`src/design/trellisPkg.sv`:
```
// Shared widths, tone coefficients and DAC select codes, imported by every demodulator block.
package trellisPkg;

  // sample and coefficient widths.
  localparam int SAMPLE_BITS = 12;
  localparam int COEF_BITS = 4;

  // per-sample partial sum and full two-sample correlation widths.
  localparam int PART_BITS = SAMPLE_BITS + COEF_BITS + 1;
  localparam int CORR_BITS = PART_BITS + 1;

  // |re| + |im| of the correlation.
  localparam int METRIC_BITS = 18;

  // scaled tone1 - tone0 difference.
  localparam int DIFF_BITS = 8;
  localparam int DIFF_SHIFT = 6;
  localparam int DIFF_MAX = 2 ** (DIFF_BITS - 1) - 1;

  localparam int DAC_BITS = 18;

  // order is sample 0 real, sample 0 imag, sample 1 real, sample 1 imag.
  localparam logic signed [COEF_BITS-1:0] TONE0_COEF [4] = '{
    4'sd7, 4'sd0, 4'sd0, 4'sd7
  };
  localparam logic signed [COEF_BITS-1:0] TONE1_COEF [4] = '{
    4'sd7, 4'sd0, 4'sd0, -4'sd7
  };

  // monitor word choices for the DAC channels.
  localparam logic [1:0] DAC_SEL_DIFF = 2'd0;
  localparam logic [1:0] DAC_SEL_TONE0 = 2'd1;
  localparam logic [1:0] DAC_SEL_TONE1 = 2'd2;
  localparam logic [1:0] DAC_SEL_INPUT_I = 2'd3;

endpackage

```
`src/design/demodBus.sv`:
```
// Internal links between the demodulator blocks: symbol, metric and result buses.
`timescale 1ns/100ps

// one complete two-sample symbol, valid/ready.
interface sampleBus
  import trellisPkg::*;
();
  logic valid;
  logic ready;
  logic signed [SAMPLE_BITS-1:0] i0;
  logic signed [SAMPLE_BITS-1:0] q0;
  logic signed [SAMPLE_BITS-1:0] i1;
  logic signed [SAMPLE_BITS-1:0] q1;

  modport source(output valid, i0, q0, i1, q1, input ready);
  modport sink(input valid, i0, q0, i1, q1, output ready);
endinterface

// both tone metrics of a symbol, valid/ready.
interface metricBus
  import trellisPkg::*;
();
  logic valid;
  logic ready;
  logic [METRIC_BITS-1:0] tone0Metric;
  logic [METRIC_BITS-1:0] tone1Metric;
  logic signed [SAMPLE_BITS-1:0] i0;

  modport source(output valid, tone0Metric, tone1Metric, i0, input ready);
  modport sink(input valid, tone0Metric, tone1Metric, i0, output ready);
endinterface

// one-cycle strobe per accepted symbol, for monitoring.
interface resultBus
  import trellisPkg::*;
();
  logic strobe;
  logic signed [DIFF_BITS-1:0] metricDiff;
  logic [METRIC_BITS-1:0] tone0Metric;
  logic [METRIC_BITS-1:0] tone1Metric;
  logic signed [SAMPLE_BITS-1:0] i0;

  modport source(output strobe, metricDiff, tone0Metric, tone1Metric, i0);
  modport sink(input strobe, metricDiff, tone0Metric, tone1Metric, i0);
endinterface

```
`src/design/dacSelector.sv`:
```
// Two registered DAC monitor channels, each picking one result word per accepted symbol.
`timescale 1ns/100ps

module dacSelector
  import trellisPkg::*;
(
  input  logic                clk,
  input  logic                reset,
  input  logic [1:0]          dac0Select,
  input  logic [1:0]          dac1Select,
  resultBus.sink              rb,
  output logic                dac0Sync,
  output logic [DAC_BITS-1:0] dac0Data,
  output logic                dac1Sync,
  output logic [DAC_BITS-1:0] dac1Data
);

  logic [DAC_BITS-1:0] monWord [4];

  // difference sits in the top bits.
  assign monWord[DAC_SEL_DIFF] = {rb.metricDiff, {(DAC_BITS - DIFF_BITS){1'b0}}};
  assign monWord[DAC_SEL_TONE0] = rb.tone0Metric;
  assign monWord[DAC_SEL_TONE1] = rb.tone1Metric;
  assign monWord[DAC_SEL_INPUT_I] = {{(DAC_BITS - SAMPLE_BITS){rb.i0[SAMPLE_BITS-1]}}, rb.i0};

  always_ff @(posedge clk) begin
    if (reset) begin
      dac0Sync <= 1'b0;
      dac1Sync <= 1'b0;
      dac0Data <= '0;
      dac1Data <= '0;
    end else begin
      dac0Sync <= rb.strobe;
      dac1Sync <= rb.strobe;
      if (rb.strobe) begin
        dac0Data <= monWord[dac0Select];
        dac1Data <= monWord[dac1Select];
      end
    end
  end

endmodule

```
`src/design/symbolCapture.sv`:
```
// Four-phase I/Q sample receiver that pairs consecutive samples into symbols for the correlator.
`timescale 1ns/100ps

module symbolCapture
  import trellisPkg::*;
(
  input  logic                          clk,
  input  logic                          reset,
  input  logic                          sampleReq,
  input  logic signed [SAMPLE_BITS-1:0] sampleI,
  input  logic signed [SAMPLE_BITS-1:0] sampleQ,
  output logic                          sampleAck,
  sampleBus.source                      sb
);

  logic                          secondHalf;
  logic                          holdFull;
  logic                          capture;
  logic signed [SAMPLE_BITS-1:0] firstI;
  logic signed [SAMPLE_BITS-1:0] firstQ;

  // symbol register still owned by the correlator.
  assign holdFull = sb.valid && !sb.ready;

  // a first sample waits until the symbol register frees up.
  assign capture = sampleReq && !sampleAck && (secondHalf || !holdFull);

  always_ff @(posedge clk) begin
    if (reset) begin
      sampleAck <= 1'b0;
      secondHalf <= 1'b0;
      sb.valid <= 1'b0;
    end else begin
      if (sb.valid && sb.ready) begin
        sb.valid <= 1'b0;
      end
      if (capture) begin
        sampleAck <= 1'b1;
        secondHalf <= !secondHalf;
        if (secondHalf) begin
          sb.valid <= 1'b1;
        end
      end else if (sampleAck && !sampleReq) begin
        // source dropped req, close the handshake.
        sampleAck <= 1'b0;
      end
    end
  end

  always_ff @(posedge clk) begin
    if (capture) begin
      if (!secondHalf) begin
        firstI <= sampleI;
        firstQ <= sampleQ;
      end else begin
        sb.i0 <= firstI;
        sb.q0 <= firstQ;
        sb.i1 <= sampleI;
        sb.q1 <= sampleQ;
      end
    end
  end

endmodule

```
`src/design/symbolSlicer.sv`:
```
// Tone decision and scaled metric difference, delivered over a four-phase output handshake.
`timescale 1ns/100ps

module symbolSlicer
  import trellisPkg::*;
(
  input  logic                        clk,
  input  logic                        reset,
  input  logic                        decAck,
  output logic                        decReq,
  output logic                        decision,
  output logic signed [DIFF_BITS-1:0] metricDiff,
  metricBus.sink                      mb,
  resultBus.source                    rb
);

  logic                          loaded;
  logic                          accept;
  logic signed [METRIC_BITS:0]   rawDiff;
  logic signed [METRIC_BITS:0]   shiftDiff;
  logic signed [DIFF_BITS-1:0]   satDiff;

  // only take a symbol when the output handshake is fully idle.
  assign mb.ready = !loaded && !decReq && !decAck;
  assign accept = mb.valid && mb.ready;

  always_comb begin
    rawDiff = $signed({1'b0, mb.tone1Metric}) - $signed({1'b0, mb.tone0Metric});
    shiftDiff = rawDiff >>> DIFF_SHIFT;
    if (shiftDiff > DIFF_MAX) begin
      satDiff = DIFF_BITS'(DIFF_MAX);
    end else if (shiftDiff < -DIFF_MAX) begin
      satDiff = DIFF_BITS'(-DIFF_MAX);
    end else begin
      satDiff = shiftDiff[DIFF_BITS-1:0];
    end
  end

  // monitor copy of the accepted symbol.
  assign rb.strobe = accept;
  assign rb.metricDiff = satDiff;
  assign rb.tone0Metric = mb.tone0Metric;
  assign rb.tone1Metric = mb.tone1Metric;
  assign rb.i0 = mb.i0;

  always_ff @(posedge clk) begin
    if (reset) begin
      loaded <= 1'b0;
      decReq <= 1'b0;
    end else begin
      loaded <= accept;
      if (loaded) begin
        decReq <= 1'b1;
      end else if (decReq && decAck) begin
        decReq <= 1'b0;
      end
    end
  end

  always_ff @(posedge clk) begin
    if (accept) begin
      // ties go to tone 0.
      decision <= mb.tone1Metric > mb.tone0Metric;
      metricDiff <= satDiff;
    end
  end

endmodule

```
`src/design/toneCorrelator.sv`:
```
// Two-stage stallable correlator computing the tone 0 and tone 1 magnitude metrics per symbol.
`timescale 1ns/100ps

module toneCorrelator
  import trellisPkg::*;
(
  input  logic     clk,
  input  logic     reset,
  sampleBus.sink   sb,
  metricBus.source mb
);

  logic                          s1Valid;
  logic                          outMove;
  logic                          s1Move;
  logic signed [PART_BITS-1:0]   s1Re [2][2];
  logic signed [PART_BITS-1:0]   s1Im [2][2];
  logic signed [SAMPLE_BITS-1:0] s1I0;
  logic signed [CORR_BITS-1:0]   corrRe [2];
  logic signed [CORR_BITS-1:0]   corrIm [2];
  logic [METRIC_BITS-1:0]        metric [2];

  function automatic logic signed [COEF_BITS-1:0] coef(input int tone, input int idx);
    return (tone == 1) ? TONE1_COEF[idx] : TONE0_COEF[idx];
  endfunction

  // i*cr + q*ci for one sample.
  function automatic logic signed [PART_BITS-1:0] partReal(
    input logic signed [SAMPLE_BITS-1:0] i,
    input logic signed [SAMPLE_BITS-1:0] q,
    input logic signed [COEF_BITS-1:0]   cr,
    input logic signed [COEF_BITS-1:0]   ci
  );
    logic signed [PART_BITS-1:0] a;
    logic signed [PART_BITS-1:0] b;
    a = i * cr;
    b = q * ci;
    return a + b;
  endfunction

  // q*cr - i*ci for one sample.
  function automatic logic signed [PART_BITS-1:0] partImag(
    input logic signed [SAMPLE_BITS-1:0] i,
    input logic signed [SAMPLE_BITS-1:0] q,
    input logic signed [COEF_BITS-1:0]   cr,
    input logic signed [COEF_BITS-1:0]   ci
  );
    logic signed [PART_BITS-1:0] a;
    logic signed [PART_BITS-1:0] b;
    a = q * cr;
    b = i * ci;
    return a - b;
  endfunction

  function automatic logic [METRIC_BITS-1:0] absVal(input logic signed [CORR_BITS-1:0] x);
    return x[CORR_BITS-1] ? METRIC_BITS'(-x) : METRIC_BITS'(x);
  endfunction

  // each stage moves when the one ahead is empty or draining.
  assign outMove = !mb.valid || mb.ready;
  assign s1Move = !s1Valid || outMove;
  assign sb.ready = s1Move;

  always_comb begin
    for (int t = 0; t < 2; t++) begin
      corrRe[t] = s1Re[t][0] + s1Re[t][1];
      corrIm[t] = s1Im[t][0] + s1Im[t][1];
      metric[t] = absVal(corrRe[t]) + absVal(corrIm[t]);
    end
  end

  always_ff @(posedge clk) begin
    if (reset) begin
      s1Valid <= 1'b0;
      mb.valid <= 1'b0;
    end else begin
      if (s1Move) begin
        s1Valid <= sb.valid;
      end
      if (outMove) begin
        mb.valid <= s1Valid;
      end
    end
  end

  always_ff @(posedge clk) begin
    if (s1Move && sb.valid) begin
      for (int t = 0; t < 2; t++) begin
        s1Re[t][0] <= partReal(sb.i0, sb.q0, coef(t, 0), coef(t, 1));
        s1Im[t][0] <= partImag(sb.i0, sb.q0, coef(t, 0), coef(t, 1));
        s1Re[t][1] <= partReal(sb.i1, sb.q1, coef(t, 2), coef(t, 3));
        s1Im[t][1] <= partImag(sb.i1, sb.q1, coef(t, 2), coef(t, 3));
      end
      s1I0 <= sb.i0;
    end
    if (outMove && s1Valid) begin
      mb.tone0Metric <= metric[0];
      mb.tone1Metric <= metric[1];
      mb.i0 <= s1I0;
    end
  end

endmodule

```
`src/design/trellisDemod.sv`:
```
// Demodulator top level wiring capture, correlator, slicer and DAC monitor through internal buses.
`timescale 1ns/100ps

module trellisDemod
  import trellisPkg::*;
(
  input  logic                          clk,
  input  logic                          reset,
  input  logic                          sampleReq,
  output logic                          sampleAck,
  input  logic signed [SAMPLE_BITS-1:0] sampleI,
  input  logic signed [SAMPLE_BITS-1:0] sampleQ,
  output logic                          decReq,
  input  logic                          decAck,
  output logic                          decision,
  output logic signed [DIFF_BITS-1:0]   metricDiff,
  input  logic [1:0]                    dac0Select,
  input  logic [1:0]                    dac1Select,
  output logic                          dac0Sync,
  output logic [DAC_BITS-1:0]           dac0Data,
  output logic                          dac1Sync,
  output logic [DAC_BITS-1:0]           dac1Data
);

  sampleBus symbolLink();
  metricBus metricLink();
  resultBus resultLink();

  symbolCapture capture (
    .clk(clk),
    .reset(reset),
    .sampleReq(sampleReq),
    .sampleI(sampleI),
    .sampleQ(sampleQ),
    .sampleAck(sampleAck),
    .sb(symbolLink.source)
  );

  toneCorrelator correlator (
    .clk(clk),
    .reset(reset),
    .sb(symbolLink.sink),
    .mb(metricLink.source)
  );

  symbolSlicer slicer (
    .clk(clk),
    .reset(reset),
    .decAck(decAck),
    .decReq(decReq),
    .decision(decision),
    .metricDiff(metricDiff),
    .mb(metricLink.sink),
    .rb(resultLink.source)
  );

  // monitor taps on every accepted symbol.
  dacSelector dacMux (
    .clk(clk),
    .reset(reset),
    .dac0Select(dac0Select),
    .dac1Select(dac1Select),
    .rb(resultLink.sink),
    .dac0Sync(dac0Sync),
    .dac0Data(dac0Data),
    .dac1Sync(dac1Sync),
    .dac1Data(dac1Data)
  );

endmodule

```
`config.mk`:
```
export PLATFORM = sky130hd
export DESIGN_NAME = trellisDemod
export DESIGN_NICKNAME = d
export VERILOG_FILES = /design/src/design/trellisPkg.sv /design/src/design/demodBus.sv /design/src/design/dacSelector.sv /design/src/design/symbolCapture.sv /design/src/design/symbolSlicer.sv /design/src/design/toneCorrelator.sv /design/src/design/trellisDemod.sv
export SDC_FILE = /design/constraint.sdc
export NUM_CORES = 1
export LEC_CHECK = 0
export BUFFER_PORTS_ARGS = -buffer_cell sky130_fd_sc_hd__buf_2
export CORE_ASPECT_RATIO = 2
export CORE_MARGIN = 2
export CORE_UTILIZATION = 25
export CTS_CLUSTER_DIAMETER = 50
export DETAILED_ROUTE_END_ITERATION = 7
export PLACE_DENSITY = 0.39
export SLEW_MARGIN = 20
export SYNTH_ARGS = -nofsm -noshare
export SYNTH_HDL_FRONTEND = slang
export SYNTH_SLANG_ARGS = --single-unit
```
`constraint.sdc`:
```
create_clock -name clk -period 13.35 [get_ports clk]
set_input_delay 1.335 -clock clk [delete_from_list [all_inputs] [get_ports clk]]
set_output_delay 1.335 -clock clk [all_outputs]
set_load 0.02 [all_outputs]
```
==> reports/results.ini <==
[global_routing]
grt_pass1_vias=17700
grtUsageMet1=0.132
overflow=0
antenna_found_initial=1
grt_busiest_layer=met2
track_usage=0.153
use_met2=0.328
met3_usage=0.0177
grt_max_degree=62
grt_pass1_wl_microns=105000

[clocking]
cts_hold_buf=0
clock_sinks=278
root_buffer=clkbuf_16
clk_pin_slew_ns=0.06
cts_inserted_buffers=37
cts_setup_buffers=0
worstSkewPairLatency_ns=0.59
ctsResizeCount=0
cts.htree.levels=2
cts_tree=yes
clockBufferDepth=3

[yosys]
synth_top_cell_area_share=0.318
yosysSeqAreaShare=0.356
yosys-top-cells-area=edfxtp_1 (32%), ha_1 (16%), xnor2_1 (6.2%)
synth_common_cells=ha_1 (283), inv_1 (280), edfxtp_1 (235)
synthMostInstantiatedCell=ha_1
synth_edf_count=235
synthCells=2276
synthesis.area_sq_um=22200
ys_warn_count=0
synth_nets=2641
async_reset_ff_frac=0
synth_area_per_cell_sq_um=9.76
ys_types=86
ys.flop_type=edfxtp_1
synth-seq-cells=278
yosys.area.top_type=edfxtp_1

[timing]
finalSetupTns_ns=0
finalCritPeriodShare=0.473
slew_viol_final=0
rsz0062_at_grt=no
fin_ws_ns=7.04
slew_headroom=0.285
hold_violations=0
setup_viol=0
tightestPinTransition_ns=1.06
holdWs_ns=0.410
clock.fmax_mhz=158
fin_crit_ns=6.31
skew_ns=0.0373

[placement]
dp_hpwl_microns=59400
dp_slack_ns=7.08
gp_congestion=0.883
port_buffers=80

[finish]
n_antenna_cell=0
nets=2728
syn_to_final_growth_pct=13.5
drive_gt1_frac=0.0795
utilization=0.286

[power]
peakVddDrop_uv=65.1
power_w=0.00255
p_leak_nw=10.5
powerDensity_nw_per_um2=101

[critical_path]
max_stage_delay_ns=0.58
crit_chain=ha_1 > o21ai_0 > o21ai_0 > nand3_1 > and2_1 > a21o_1 > o21ai_1 > o21bai_1 > o21ai_0 > ha_1 > a21o_1 > a21oi_1 > o21ai_0 > o41ai_1 > o21ai_0 > a41o_1 > nor2_1 > a21oi_1 > xor2_1
start_kind=flip-flop
crit_arrival_ns=6.61
cp_slowest_cell=o21ai_0
required_ns=13.65
cp_common_cell=o21ai_0
cp_max_fo=8
path_class=flip-flop to flip-flop
critical_path.endpoint_type=flip-flop

[worst_hold_path]
hold_class=flip-flop to flip-flop

[drt]
ant_nets=0
drt_iter0_markers=818
detail_route.vias_per_cell=4.73
vias=16800
wl_per_cell_microns=19.7
drt_wl_total_microns=70300
route.detailed.drc=0
dr.pass1.iters=7

[floorplan]
die_area_sq_um=91400
rows=154
start_util=0.252
die_w_microns=215
die_y_microns=426
core_area_sq_um=88100
pin_count=81

[job]
maxCapViolations=0

[outcome]
status=finished clean

==> cell type report <==
| cell class | count | area [sq um] |
|---|---|---|
| clock inverters | 28 | 265 |
| fillers | 9205 | 62800 |
| clock buffers | 39 | 933 |
| multi-input cells | 1675 | 13100 |
| flip-flops and latches | 278 | 7920 |
| repair buffers | 91 | 483 |
| inverters | 280 | 1050 |
| well taps | 1170 | 1460 |
==> logic make-up after synthesis <==
kind of cell | after synthesis | share of synthesized area
AO/OA/AOI/OAI | 526 | 0.157
flip-flops | 278 | 0.356
AND/OR/NAND/NOR | 564 | 0.125
multiplexers | 9 | 0.00530
XOR/XNOR | 243 | 0.0958
adder cells (fa/ha/maj) | 333 | 0.204
buffers and inverters | 323 | 0.0550
==> registers in the layout, indices dropped and copies added, names as in the netlist, 17 cells and up <==
signal                     flops
dacMux.dac1Data               18
correlator.s1Re               46
correlator.mb.tone0Metric     17
correlator.s1Im               49
dacMux.dac0Data               18
correlator.mb.tone1Metric     18
==> critical path, delay by kind of cell (launching register included) <==
| kind | cells | cell delay, ns |
|---|---|---|
| AND/OR/NAND/NOR | 3 | 0.65 |
| AO/OA/AOI/OAI | 13 | 4.07 |
| XOR/XNOR | 1 | 0.16 |
| adder cells (fa/ha/maj) | 2 | 0.73 |
| flip-flops | 1 | 0.39 |
==> final timing paths <==
kind,start,end,slack (ns),cells past startpoint
max,correlator.s1Re[0][20]$_DFFE_PP_,correlator.mb.tone1Metric[17]$_DFFE_PP_,7.04,19
min reg2reg,capture.firstQ[6]$_DFFE_PP_,capture.sb.q0[6]$_DFFE_PP_,0.41,0
min,capture.firstQ[6]$_DFFE_PP_,capture.sb.q0[6]$_DFFE_PP_,0.41,0
max reg2reg,correlator.s1Re[0][20]$_DFFE_PP_,correlator.mb.tone1Metric[17]$_DFFE_PP_,7.04,19
==> power by group <==
part           internal (W)  switching, W
sequential         0.000987     0.0000157
combinational      0.000220      0.000347
clock              0.000546      0.000430
total               0.00175      0.000793
==> metal layers <==
metal	vias up	share of wire	routed length, microns
li1	8327	-	-
met1	8036	0.32	22800
met2	330	0.59	41300
met3	154	0.026	1810
met4	0	0.062	4360
met5	-	0	0
==> stage by stage <==
stage               std cells  instance area (sq um)
floorplan                2276                  22200
global placement         3494                  24000
detailed placement       3494                  24000
CTS                      3561                  25200
global route             3561                  25200
finish                   3561                  25200
==> cell usage in the layout, fill, tap and decap left out, types with 11 or more instances in the layout <==
master and instances:
ha_1 283, inv_1 279, edfxtp_1 235, xnor2_1 157, nor2_1 142, nand2_1 138
a21oi_1 129, o21ai_0 110, xor2_1 86, buf_2 80, nor3_1 74, fa_1 50
a21o_1 48, dfxtp_1 43, nand3_1 38, clkbuf_16 37, o21a_1 32, a31oi_1 30
o21bai_1 29, or3_1 29, a221oi_1 23, nand2b_1 22, nor2b_1 18, and3_1 17
o31ai_1 15, o211ai_1 15, nand4_1 13, or2_2 13, nor4_1 12, buf_4 11
Power figures use the tool's default switching activity.
